$ cat src/source/pix_geom_pkg.sv
package pix_geom_pkg;

  // Default geometry of the loader
  localparam int ROWS_DEF    = 4;
  localparam int KH_MAX_DEF  = 3;
  localparam int CI_MAX_DEF  = 4;
  localparam int W_MAX_DEF   = 8;
  localparam int BLK_MAX_DEF = 4;

  typedef logic [7:0] word_t;

  // Kernel half-height, kernel height is 2*kh2+1
  typedef logic [1:0] kh2_t;

  // Header counts, each holds the value minus one
  typedef logic [2:0] ci_t;
  typedef logic [3:0] w_t;
  typedef logic [2:0] blk_t;

  // Column position within a block, channel fastest
  typedef logic [4:0] ram_addr_t;

endpackage

$ cat src/source/pix_stream_pkg.sv
package pix_stream_pkg;

  // Frame header on the user field of the first word
  typedef struct packed {
    pix_geom_pkg::kh2_t kh2;
    pix_geom_pkg::ci_t  ci;
    pix_geom_pkg::w_t   w;
    pix_geom_pkg::blk_t blk;
  } frame_hdr_t;

  // Where a column sits in the frame
  typedef struct packed {
    logic                    first_blk;
    logic                    last_blk;
    logic                    last_col;
    pix_geom_pkg::ram_addr_t ram_addr;
  } col_ctl_t;

endpackage

$ cat src/source/column_packer.sv
`timescale 1ns/1ns

module column_packer #(
  parameter int ROWS = pix_geom_pkg::ROWS_DEF,
  parameter int EDGE = pix_geom_pkg::KH_MAX_DEF / 2
) (
  input  logic                                 aclk,
  input  logic                                 aresetn,
  input  logic                                 i_en,
  input  pix_geom_pkg::kh2_t                   i_kh2,
  input  logic                                 i_s_valid,
  output logic                                 o_s_ready,
  input  pix_geom_pkg::word_t                  i_s_data,
  input  logic                                 i_s_last,
  output logic                                 o_col_valid,
  input  logic                                 i_col_ready,
  output pix_geom_pkg::word_t [ROWS+EDGE-1:0]  o_col_data,
  output logic                                 o_col_last
);

  localparam int N  = ROWS + EDGE;
  localparam int CW = $clog2(N + 1);

  logic [CW-1:0] cnt;
  logic [CW-1:0] cnt_end;
  logic          take;
  logic          accept;

  // No bottom halo words without a kernel height
  assign cnt_end = (i_kh2 == '0) ? CW'(ROWS - 1) : CW'(N - 1);

  assign take      = o_col_valid && i_col_ready;

  // Next frame waits for its header after the frame's last column
  assign o_s_ready = i_en && (!o_col_valid || (i_col_ready && !o_col_last));
  assign accept    = i_s_valid && o_s_ready;

  always_ff @(posedge aclk) begin
    if (!aresetn) begin
      cnt         <= '0;
      o_col_valid <= 1'b0;
    end else begin
      if (accept) begin
        cnt <= (cnt == cnt_end) ? '0 : cnt + 1'b1;
      end
      if (accept && cnt == cnt_end) begin
        o_col_valid <= 1'b1;
      end else if (take) begin
        o_col_valid <= 1'b0;
      end
    end
  end

  // First word of a column clears the unused slots
  always_ff @(posedge aclk) begin
    if (accept) begin
      if (cnt == '0) begin
        o_col_data <= '0;
      end
      o_col_data[cnt] <= i_s_data;
      if (cnt == cnt_end) begin
        o_col_last <= i_s_last;
      end
    end
  end

endmodule

$ cat src/source/column_window.sv
`timescale 1ns/1ns

module column_window #(
  parameter  int ROWS   = pix_geom_pkg::ROWS_DEF,
  parameter  int KH_MAX = pix_geom_pkg::KH_MAX_DEF,
  localparam int EDGE   = KH_MAX / 2
) (
  input  logic                                 aclk,
  input  logic                                 aresetn,
  input  logic                                 i_s_valid,
  input  pix_stream_pkg::frame_hdr_t           i_s_user,
  output logic                                 o_s_en,
  output pix_geom_pkg::kh2_t                   o_kh2,
  input  logic                                 i_col_valid,
  output logic                                 o_col_ready,
  input  pix_geom_pkg::word_t [ROWS+EDGE-1:0]  i_col_data,
  input  logic                                 i_col_last,
  output logic                                 o_ram_en,
  output logic                                 o_ram_we,
  output pix_geom_pkg::ram_addr_t              o_ram_addr,
  output pix_geom_pkg::word_t [EDGE-1:0]       o_ram_wdata,
  input  pix_geom_pkg::word_t [EDGE-1:0]       i_ram_rdata,
  output logic                                 o_m_valid,
  input  logic                                 i_m_ready,
  output pix_geom_pkg::word_t [ROWS-1:0]       o_m_data,
  output logic                                 o_m_last
);

  import pix_geom_pkg::*;
  import pix_stream_pkg::*;

  localparam int SR_N = ROWS + 2 * EDGE;

  typedef enum logic [1:0] {IDLE, RUN, DRAIN} state_t;

  state_t                 state;
  frame_hdr_t             hdr;
  kh2_t                   kh2;
  ci_t                    ci_cnt;
  w_t                     w_cnt;
  blk_t                   blk_cnt;
  ram_addr_t              addr_cnt;
  col_ctl_t               ctl;
  col_ctl_t               ctl_r;
  logic                   take;
  logic                   load;
  logic                   out_fire;
  logic                   out_done;
  logic                   out_free;
  logic                   s1_free;
  logic                   s1_valid;
  word_t [ROWS+EDGE-1:0]  col_r;
  logic                   last_r;
  logic                   rd;
  logic                   rd_pend;
  logic                   wr_pend;
  word_t [EDGE-1:0]       halo_hold;
  word_t [EDGE-1:0]       halo_cur;
  word_t [EDGE-1:0]       halo_top;
  word_t [SR_N-1:0]       sr;
  logic [$bits(kh2_t):0]  step;
  logic [$bits(kh2_t):0]  step_end;
  logic                   last_q;

  // Header is read in IDLE while the input is still held off
  always_ff @(posedge aclk) begin
    if (!aresetn) begin
      state <= IDLE;
    end else begin
      case (state)
        IDLE: begin
          if (i_s_valid) begin
            state <= RUN;
          end
        end
        RUN: begin
          if (take && i_col_last) begin
            state <= DRAIN;
          end
        end
        DRAIN: begin
          if (out_fire && o_m_last) begin
            state <= IDLE;
          end
        end
        default: begin
          state <= IDLE;
        end
      endcase
    end
  end

  always_ff @(posedge aclk) begin
    if (!aresetn) begin
      hdr <= '0;
    end else if (state == IDLE && i_s_valid) begin
      hdr <= i_s_user;
    end
  end

  // Heights beyond KH_MAX fall back to a single row
  assign kh2    = (hdr.kh2 > EDGE) ? '0 : hdr.kh2;
  assign o_kh2  = kh2;
  assign o_s_en = (state == RUN);

  assign ctl.first_blk = (blk_cnt == '0);
  assign ctl.last_blk  = (blk_cnt == hdr.blk);
  assign ctl.last_col  = (ci_cnt == hdr.ci) && (w_cnt == hdr.w);
  assign ctl.ram_addr  = addr_cnt;

  // Channel, width and block counters step per taken column
  always_ff @(posedge aclk) begin
    if (!aresetn || state == IDLE) begin
      ci_cnt   <= '0;
      w_cnt    <= '0;
      blk_cnt  <= '0;
      addr_cnt <= '0;
    end else if (take) begin
      if (ci_cnt == hdr.ci) begin
        ci_cnt <= '0;
        if (w_cnt == hdr.w) begin
          w_cnt   <= '0;
          blk_cnt <= ctl.last_blk ? '0 : blk_cnt + 1'b1;
        end else begin
          w_cnt <= w_cnt + 1'b1;
        end
      end else begin
        ci_cnt <= ci_cnt + 1'b1;
      end
      addr_cnt <= ctl.last_col ? '0 : addr_cnt + 1'b1;
    end
  end

  assign out_fire = o_m_valid && i_m_ready;
  assign step_end = {kh2, 1'b0};
  assign out_done = out_fire && (step == step_end);
  assign out_free = !o_m_valid || out_done;
  assign load     = s1_valid && out_free;
  assign s1_free  = !s1_valid || load;

  // The cycle after a take is left to the halo write
  assign o_col_ready = (state == RUN) && s1_free && !wr_pend;
  assign take        = i_col_valid && o_col_ready;

  always_ff @(posedge aclk) begin
    if (!aresetn) begin
      s1_valid <= 1'b0;
    end else if (take) begin
      s1_valid <= 1'b1;
    end else if (load) begin
      s1_valid <= 1'b0;
    end
  end

  always_ff @(posedge aclk) begin
    if (take) begin
      col_r  <= i_col_data;
      ctl_r  <= ctl;
      last_r <= i_col_last;
    end
  end

  // Top halo read on take, bottom rows written back next cycle
  assign rd = take && (kh2 != '0) && !ctl.first_blk;

  always_ff @(posedge aclk) begin
    if (!aresetn) begin
      rd_pend <= 1'b0;
      wr_pend <= 1'b0;
    end else begin
      rd_pend <= rd;
      wr_pend <= take && (kh2 != '0) && !ctl.last_blk;
    end
  end

  assign o_ram_en    = rd || wr_pend;
  assign o_ram_we    = wr_pend;
  assign o_ram_addr  = wr_pend ? ctl_r.ram_addr : ctl.ram_addr;
  assign o_ram_wdata = col_r[ROWS-1 -: EDGE];

  // Read word survives the following write and any output stall
  assign halo_cur = rd_pend ? i_ram_rdata : halo_hold;
  assign halo_top = ctl_r.first_blk ? '0 : halo_cur;

  always_ff @(posedge aclk) begin
    halo_hold <= halo_cur;
  end

  always_ff @(posedge aclk) begin
    if (load) begin
      sr <= {col_r, halo_top};
    end else if (out_fire) begin
      sr <= {word_t'(0), sr[SR_N-1:1]};
    end
  end

  always_ff @(posedge aclk) begin
    if (!aresetn) begin
      o_m_valid <= 1'b0;
      step      <= '0;
      last_q    <= 1'b0;
    end else if (load) begin
      o_m_valid <= 1'b1;
      step      <= '0;
      last_q    <= last_r;
    end else if (out_done) begin
      o_m_valid <= 1'b0;
    end else if (out_fire) begin
      step <= step + 1'b1;
    end
  end

  assign o_m_last = o_m_valid && last_q && (step == step_end);

  // Window starts kh2 rows above the block
  always_comb begin
    for (int r = 0; r < ROWS; r++) begin
      o_m_data[r] = sr[r + EDGE - int'(kh2)];
    end
  end

endmodule

$ cat src/source/edge_ram.sv
`timescale 1ns/1ns

module edge_ram #(
  parameter int EDGE  = pix_geom_pkg::KH_MAX_DEF / 2,
  parameter int DEPTH = pix_geom_pkg::CI_MAX_DEF * pix_geom_pkg::W_MAX_DEF
) (
  input  logic                            aclk,
  input  logic                            i_en,
  input  logic                            i_we,
  input  pix_geom_pkg::ram_addr_t         i_addr,
  input  pix_geom_pkg::word_t [EDGE-1:0]  i_wdata,
  output pix_geom_pkg::word_t [EDGE-1:0]  o_rdata
);

  import pix_geom_pkg::*;

  word_t [EDGE-1:0] mem [DEPTH];

  // Output keeps its value during a write
  always_ff @(posedge aclk) begin
    if (i_en) begin
      if (i_we) begin
        mem[i_addr] <= i_wdata;
      end else begin
        o_rdata <= mem[i_addr];
      end
    end
  end

endmodule

$ cat src/source/pixel_loader.sv
`timescale 1ns/1ns

module pixel_loader #(
  parameter int ROWS    = pix_geom_pkg::ROWS_DEF,
  parameter int KH_MAX  = pix_geom_pkg::KH_MAX_DEF,
  parameter int CI_MAX  = pix_geom_pkg::CI_MAX_DEF,
  parameter int W_MAX   = pix_geom_pkg::W_MAX_DEF,
  parameter int BLK_MAX = pix_geom_pkg::BLK_MAX_DEF
) (
  input  logic                            aclk,
  input  logic                            aresetn,
  input  logic                            i_s_valid,
  output logic                            o_s_ready,
  input  pix_geom_pkg::word_t             i_s_data,
  input  logic                            i_s_last,
  input  pix_stream_pkg::frame_hdr_t      i_s_user,
  output logic                            o_m_valid,
  input  logic                            i_m_ready,
  output pix_geom_pkg::word_t [ROWS-1:0]  o_m_data,
  output logic                            o_m_last
);

  import pix_geom_pkg::*;

  localparam int EDGE  = KH_MAX / 2;
  localparam int DEPTH = CI_MAX * W_MAX;

  logic                   s_en;
  kh2_t                   kh2;
  logic                   col_valid;
  logic                   col_ready;
  logic                   col_last;
  word_t [ROWS+EDGE-1:0]  col_data;
  logic                   ram_en;
  logic                   ram_we;
  ram_addr_t              ram_addr;
  word_t [EDGE-1:0]       ram_wdata;
  word_t [EDGE-1:0]       ram_rdata;

  // Geometry must fit the header fields and RAM address
  if (CI_MAX > 2 ** $bits(ci_t) || W_MAX > 2 ** $bits(w_t) ||
      BLK_MAX > 2 ** $bits(blk_t) || DEPTH > 2 ** $bits(ram_addr_t)) begin : g_bounds
    $error("pixel_loader geometry exceeds header field widths");
  end

  column_packer #(
    .ROWS (ROWS),
    .EDGE (EDGE)
  ) u_packer (
    .aclk        (aclk),
    .aresetn     (aresetn),
    .i_en        (s_en),
    .i_kh2       (kh2),
    .i_s_valid   (i_s_valid),
    .o_s_ready   (o_s_ready),
    .i_s_data    (i_s_data),
    .i_s_last    (i_s_last),
    .o_col_valid (col_valid),
    .i_col_ready (col_ready),
    .o_col_data  (col_data),
    .o_col_last  (col_last)
  );

  column_window #(
    .ROWS   (ROWS),
    .KH_MAX (KH_MAX)
  ) u_window (
    .aclk        (aclk),
    .aresetn     (aresetn),
    .i_s_valid   (i_s_valid),
    .i_s_user    (i_s_user),
    .o_s_en      (s_en),
    .o_kh2       (kh2),
    .i_col_valid (col_valid),
    .o_col_ready (col_ready),
    .i_col_data  (col_data),
    .i_col_last  (col_last),
    .o_ram_en    (ram_en),
    .o_ram_we    (ram_we),
    .o_ram_addr  (ram_addr),
    .o_ram_wdata (ram_wdata),
    .i_ram_rdata (ram_rdata),
    .o_m_valid   (o_m_valid),
    .i_m_ready   (i_m_ready),
    .o_m_data    (o_m_data),
    .o_m_last    (o_m_last)
  );

  edge_ram #(
    .EDGE  (EDGE),
    .DEPTH (DEPTH)
  ) u_edge_ram (
    .aclk    (aclk),
    .i_en    (ram_en),
    .i_we    (ram_we),
    .i_addr  (ram_addr),
    .i_wdata (ram_wdata),
    .o_rdata (ram_rdata)
  );

endmodule

$ cat config.mk
export PLATFORM = sky130hd
export DESIGN_NAME = pixel_loader
export DESIGN_NICKNAME = d
export VERILOG_FILES = /design/src/source/pix_geom_pkg.sv /design/src/source/pix_stream_pkg.sv /design/src/source/column_packer.sv /design/src/source/column_window.sv /design/src/source/edge_ram.sv /design/src/source/pixel_loader.sv
export SDC_FILE = /design/constraint.sdc
export NUM_CORES = 1
export LEC_CHECK = 0
export ABC_AREA = 1
export BUFFER_PORTS_ARGS = -buffer_cell sky130_fd_sc_hd__clkbuf_2
export CORE_MARGIN = 2
export CORE_UTILIZATION = 62
export CTS_CLUSTER_SIZE = 24
export DETAILED_ROUTE_END_ITERATION = 6
export PLACE_DENSITY = 0.8
export SYNTH_ARGS = -nofsm -noshare
export SYNTH_HDL_FRONTEND = slang
export SYNTH_SLANG_ARGS = --single-unit
$ cat constraint.sdc
create_clock -name aclk -period 5 [get_ports aclk]
set_input_delay 0.25 -clock aclk [delete_from_list [all_inputs] [get_ports aclk]]
set_output_delay 0.25 -clock aclk [all_outputs]
set_load 0.05 [all_outputs]
* Word-level counts from Yosys, hierarchy flattened
Memories as Yosys holds them, arrays and structs flattened. A register that Yosys moved wholly into a read port is not among the register bits.
Cells that the tools add are included.
** Operators by class
- Add/sub/neg operators :: 10
- $lt $le $gt $ge :: 7
- Eq/ne operators :: 10
- Mux-type cells :: 42
- Bitwise gates (word level) :: 3
- Reduce and logical (&&, ||, !) cells :: 49
** Operators with widths (count)
- 32-bit by 5-bit < comparator with 1-bit output, second input constant :: 4
- 8-bit binary-select mux with 3-bit select :: 4
- 48-bit two-way mux :: 2
- 8-bit two-way mux :: 11
- 40-bit two-way mux :: 2
- 40-bit bitwise mux :: 1
- 8-bit demux with 3-bit select :: 1
- 1-bit logical AND :: 20
- 3-bit by 1-bit adder with 3-bit output, second input constant :: 4
- 3-bit equality test :: 4
- 3-bit two-way mux :: 4
- 5-bit two-way mux :: 2
- 2-bit nonzero test :: 5
- 1-bit two-way mux :: 9
- 1-bit logical NOT :: 8
- 2-bit two-way mux :: 4
- 2-bit AND reduction :: 4
- 3-bit logical NOT :: 2
- 2-bit one-hot mux with 3 select lines :: 1
- 3-bit AND reduction :: 2
- 2-bit by 2-bit subtractor with 3-bit output, first input constant :: 2
- 5-bit by 1-bit adder with 5-bit output, second input constant :: 1
- 1-bit logical OR :: 5
- 4-bit by 1-bit adder with 4-bit output, second input constant :: 1
- 14 further kinds :: 18
** Word-level totals
- Register bits :: 185
- Bits in writable memories :: 256
- Input port bits :: 25
- Word-level logic and storage cells :: 160
- Memories kept :: 1
** Memories
- u_edge_ram.mem :: depth 32, bits a word 8, read ports 1, clocked after Yosys merged registers in 1, write ports 1, line edge_ram.sv:17 : word_t [EDGE-1:0] mem [DEPTH];

* Depth between registers and ports, before layout
- Word-level depth :: 15
- Mapped depth :: 13
- Gate-level depth less buffers :: 11

* Cells and area by module
A second synthesis with hierarchy kept.
** Second synthesis, totals
- Cell total of the unflattened synthesis :: 1823
- Area, all modules :: 18793.0 um^2
** Modules (own cells, without submodules)
- edge_ram :: times used 1, cells an instance 1067, area each 11085.6 um^2
- column_window :: times used 1, cells an instance 616, area each 5962.0 um^2
- column_packer :: times used 1, cells an instance 140, area each 1745.4 um^2

* Least setup slack after synthesis
No wires, ideal clock.
- Path kind :: flip-flop to flip-flop
- Start :: reg u_window.o_m_valid
- End :: reg u_window.sr[0] (netlist bit), enable pin
- Arrival :: 3.993 ns
- Slack :: 0.487 ns
- Cell stages (with the launch flop) :: 2
- Period minus slack after synthesis :: 4.513 ns
- Cells stage by stage :: dfxtp_1 -> o21ai_0
** On the way
- Word-level cells in the longest chain between the ends :: 5
- Elaborated cells on any way between the ends :: 6
- Those cells by class :: 6 x reduce/logical
** Ends and longest elaborated chain
- start: declaration :: line column_window.sv:23 : output logic o_m_valid,
- start signal: assignment :: line column_window.sv:199 : o_m_valid <= 1'b0;
- start signal: assignment :: line column_window.sv:203 : o_m_valid <= 1'b1;
- start signal: assignment :: line column_window.sv:207 : o_m_valid <= 1'b0;
- 1-bit logical AND :: line column_window.sv:134 : assign out_fire = o_m_valid && i_m_ready;
- 1-bit logical AND :: line column_window.sv:136 : assign out_done = out_fire && (step == step_end);
- 1-bit logical OR :: line column_window.sv:137 : assign out_free = !o_m_valid || out_done;
- 1-bit logical AND :: line column_window.sv:138 : assign load = s1_valid && out_free;
- 2-bit nonzero test (no source line) *
- end signal: assignment :: line column_window.sv:191 : sr <= {col_r, halo_top};
- end signal: assignment :: line column_window.sv:193 : sr <= {word_t'(0), sr[SR_N-1:1]};
- end: declaration :: line column_window.sv:60 : word_t [SR_N-1:0] sr;
Mark *: on every way between the ends. The rest lies on a longest branch, timed or not.
A chain may end at the register's enable or synchronous reset.

* Final worst setup path
- Start :: reg u_window.wr_pend, in the netlist u_window.o_ram_we
- End :: reg u_edge_ram.o_rdata[0] (netlist bit), read port of u_edge_ram.mem (data pin)
** On the way
- Word-level cells in the longest chain between the ends :: 7
- Elaborated cells on any way between the ends :: 9
- Those cells by class :: 1 x mux; 1 x bitwise; 7 x reduce/logical
** Ends and longest elaborated chain
- start: declaration :: line column_window.sv:56 : logic wr_pend;
- start signal: assignment :: line column_window.sv:172 : wr_pend <= take && (kh2 != '0) && !ctl.last_blk;
- 1-bit logical NOT :: line column_window.sv:142 : assign o_col_ready = (state == RUN) && s1_free && !wr_pend;
- 1-bit logical AND :: line column_window.sv:142
- 1-bit logical AND :: line column_window.sv:143 : assign take = i_col_valid && o_col_ready;
- 1-bit logical AND (2 in a row) :: line column_window.sv:164 : assign rd = take && (kh2 != '0) && !ctl.first_blk;
- 1-bit logical OR :: line column_window.sv:176 : assign o_ram_en = rd || wr_pend;
- 2-bit AND reduction (no source line)
- end: declaration :: line edge_ram.sv:12 : output pix_geom_pkg::word_t [EDGE-1:0] o_rdata
Parallel ways exist; a longest one is shown, timed or not.

==> impl_metrics.yaml <==
floorplan:
  design.die.area_um2: 30200
  io_pins: 60
  die_x_um: 174
  die_h_um: 174
  initial_core_util_pct: 62.6
  core_um2: 28500
  fp-row-count: 62
cts:
  root_buffer: "clkbuf_16"
  path_clk_slew_ps: 60
  cts_sinks: 449
  cts_tree: "built"
  cts_buffers: 43
  htree_levels: 2
  post_cts_resized: 0
  insertion_delay_ps: 550
  clockBufferDepth: 3
sta:
  rsz0062_at_grt: "false"
  setup_viol_count_final: 0
  fin_skew_ps: 18.5
  fin_tns_setup_ps: 0
  hold_viol: 0
  finalCritPeriodShare_pct: 66.0
  tightest_slew_ps: 1370
  period_needed_ps: 3300
  setup_ws_ps: 1700
  max_freq_mhz: 303
  maxSlewViolCount: 0
  slew_headroom_pct: 8.97
power:
  p_switching_mw: 1.52
  power_frac_seq_pct: 54.3
  ir_worst_vdd_uv: 321
  swShare_pct: 20.3
  internal-power_mw: 5.97
  clkPwrFrac_pct: 43.0
  power_frac_comb_pct: 2.7
  power_mw: 7.49
  power.density_nw_per_um2: 374
  power.static_leakage_nw: 7.21
finish:
  finalCoreUtilization_pct: 70.2
  design_area_um2: 20000
  area_growth_syn_to_layout_pct: 12.1
  diodes: 0
  layout-drive-gt1-share_pct: 10.5
  nets: 1629
setup_path:
  crit_slowest_cell: "dfxtp_1"
  crit_fanout: 66
  cp_data_arrival_time_ps: 3590
  crit_buf_inv: 2
  crit_type: "reg2reg"
  cp_cell_sequence: "nand2_1, o21ai_4, buf_4, nor2_4, buf_4, nand2_1, nand4_1, nand2_1, nand2_1, nor2_1, nand2_1"
  worstPathRequired_ps: 5290
  cp-end-kind: "flop"
  cpMostUsedCell: "nand2_1"
  critPathMaxStageDelay_ps: 740
  worst_setup_path_start_kind: "flop"
  crit_family: "buffers and inverters"
grt:
  gr-total-overflow: 0
  grt_max_degree: 67
  antenna_found_initial: 1
  grt_pass1_wl_mm: 62.7
  grt_usage_pct: 26.9
  grt_pass1_vias: 11507
synth:
  synth_seq_cells: 449
  netlist_area_um2: 17900
  yosysWarnings: 0
  syn_area_per_cell_um2: 11.7
  syn-num-nets: 1559
  netlist_instances: 1526
  yosysSeqAreaShare_pct: 72.6
  synth_cell_types: 36
placement:
  globalplace.congestion: 0.831
  port_buffers: 59
  pre_cts_ws_ps: 1790
  post_dp_cell_area_um2: 18500
  hpwl_mm: 23.6
run:
  drv_cap: 0
routing:
  drc: 11
  routedWlPerCell_um: 19.8
  vias: 11758
  via_per_inst: 5.84
  drt_wl_total_mm: 39.9
  ant_nets: 0
  dr.pass1.iters: 7
  drt-initial-drc-count: 1431
status:
  failed_checks: "DRC"
  outcome: "complete, but fails checks"
worst_hold_path:
  hold_class: "in2reg"
-- final cells by class --
class | count | area, um2
timing repair buffer | 83 | 505
tap | 384 | 480
clock inverter | 23 | 195
clock buffer | 57 | 1210
sequential | 449 | 13000
multi-input combinational | 929 | 4310
fill | 1909 | 8510
inverter | 90 | 350
-- synth_stat cells --
library cell  count  area, um2
ha_1              8        100
xnor2_1           7       61.3
nor2_1          135        507
inv_6             2       17.5
nor3_2            1       10.0
and2_1            1       6.26
mux2_2            8       90.1
nor3_1            5       25.0
a21oi_1          28        140
nand3_1          97        485
nand4_1          70        438
inv_1            77        289
xor2_1            5       43.8
clkbuf_1         24       90.1
inv_4             1       6.26
buf_4             5       37.5
inv_2             8       30.0
nor3b_1           1       7.51
edfxtp_1        400      12000
a21boi_0          1       7.51
or2_2             1       6.26
o21ai_0          69        345
buf_2            28        140
nor3_4            7        114
or2_1             2       12.5
nand2_1         475       1780
buf_6             1       11.3
dfxtp_1          49        981
o21ai_4           2       32.5
o21bai_1          1       7.51
clkinv_1          2       7.51
mux2i_1           1       10.0
or2_4             1       8.76
o21ai_2           1       8.76
nand2_2           1       6.26
nor2_2            1       6.26
-- sequential cells by signal, indices dropped and copies added (netlist names), 2 cells and up --
register and flops:
u_packer.o_col_data 40, u_window.sr 48, u_window.ci_cnt 3, u_window.hdr 12, u_window.o_ram_wdata 8, u_packer.cnt 3
u_window.ctl_r 6, u_window.step 3, u_edge_ram.mem 256, u_window.col_r 32, u_window.halo_hold 8, u_window.addr_cnt 5
u_window.w_cnt 4, u_window.state 2, u_edge_ram.o_rdata 8, u_window.blk_cnt 3
-- worst min-delay path: cells and delay by family --
family	cells	cell delay (ps)
buf+inv	1	80
compound gates	2	180
-- cell families (layout without fill, tap and decap cells) --
group                    Yosys count  count (layout)  share of synthesized area, %
AO/OA/AOI/OAI                    102             102                          3.03
XOR/XNOR                          12              12                         0.588
adder cells (fa/ha/maj)            8               8                         0.560
buffers and inverters            148             253                          3.52
flip-flops                       449             449                          72.6
multiplexers                       9               9                         0.560
AND/OR/NAND/NOR                  798             798                          19.1
-- routing by layer --
layer	global-route usage, %	vias up	wire length (um)
li1	-	5415	-
met1	37.0	5607	15700
met2	44.0	625	19300
met3	4.80	109	3770
met4	8.96	2	1200
met5	0	-	10
-- per-stage QoR --
step	cells	hold WS, ps
finish	2015	4.35
global route	2015	19.4
CTS	2015	2.88
detailed placement	1923	405
global placement	1923	401
floorplan	1526	349
-- cells in the final DEF, fill, tap and decap left out, types with 2 or more instances in the layout --
cell type	Yosys	layout
nand2_1	475	475
edfxtp_1	400	400
nor2_1	135	133
nand3_1	97	97
inv_1	77	77
nand4_1	70	70
o21ai_0	69	67
clkbuf_2	0	59
dfxtp_1	49	49
clkbuf_16	0	45
a21oi_1	28	28
clkinv_1	2	13
dlygate4sd3_1	0	12
buf_4	5	12
inv_2	8	8
mux2_2	8	8
ha_1	8	8
clkbuf_1	24	8
nor3_4	7	7
xnor2_1	7	7
clkinv_2	0	6
nor3_1	5	5
xor2_1	5	5
o21ai_4	2	4
clkbuf_8	0	4
nor2_4	0	3
bufinv_16	0	3
or2_1	2	2
inv_4	1	2
inv_6	2	2
-- worst paths after layout --
check | start | to | slack, ps | cells after the start
worst min-delay path | i_s_user[11] | u_window.hdr[11] | 4 | 3
worst max register to register | u_window.o_ram_we | u_edge_ram.o_rdata[0] | 1700 | 11
worst min register to register | u_packer.o_col_data[37] | u_window.col_r[37] | 410 | 0
worst max-delay path | u_window.o_ram_we | u_edge_ram.o_rdata[0] | 1700 | 11
-- power groups by stage --
stage               sequential (mW)  clock, mW  combinational (mW)
floorplan                      4.14          0               0.142
finish                         4.07       3.22               0.203
global route                   4.07       3.39               0.222
detailed placement             4.15          0               0.195
CTS                            4.07       3.24               0.203
global placement               4.15          0               0.191
-- repair_timing --
action | in CTS | in global routing
hold buffers | 12 | 0
hold endpoints to repair | 12 | 0
buffers inserted | 0 | 0
(Power assumes the default switching activity.)
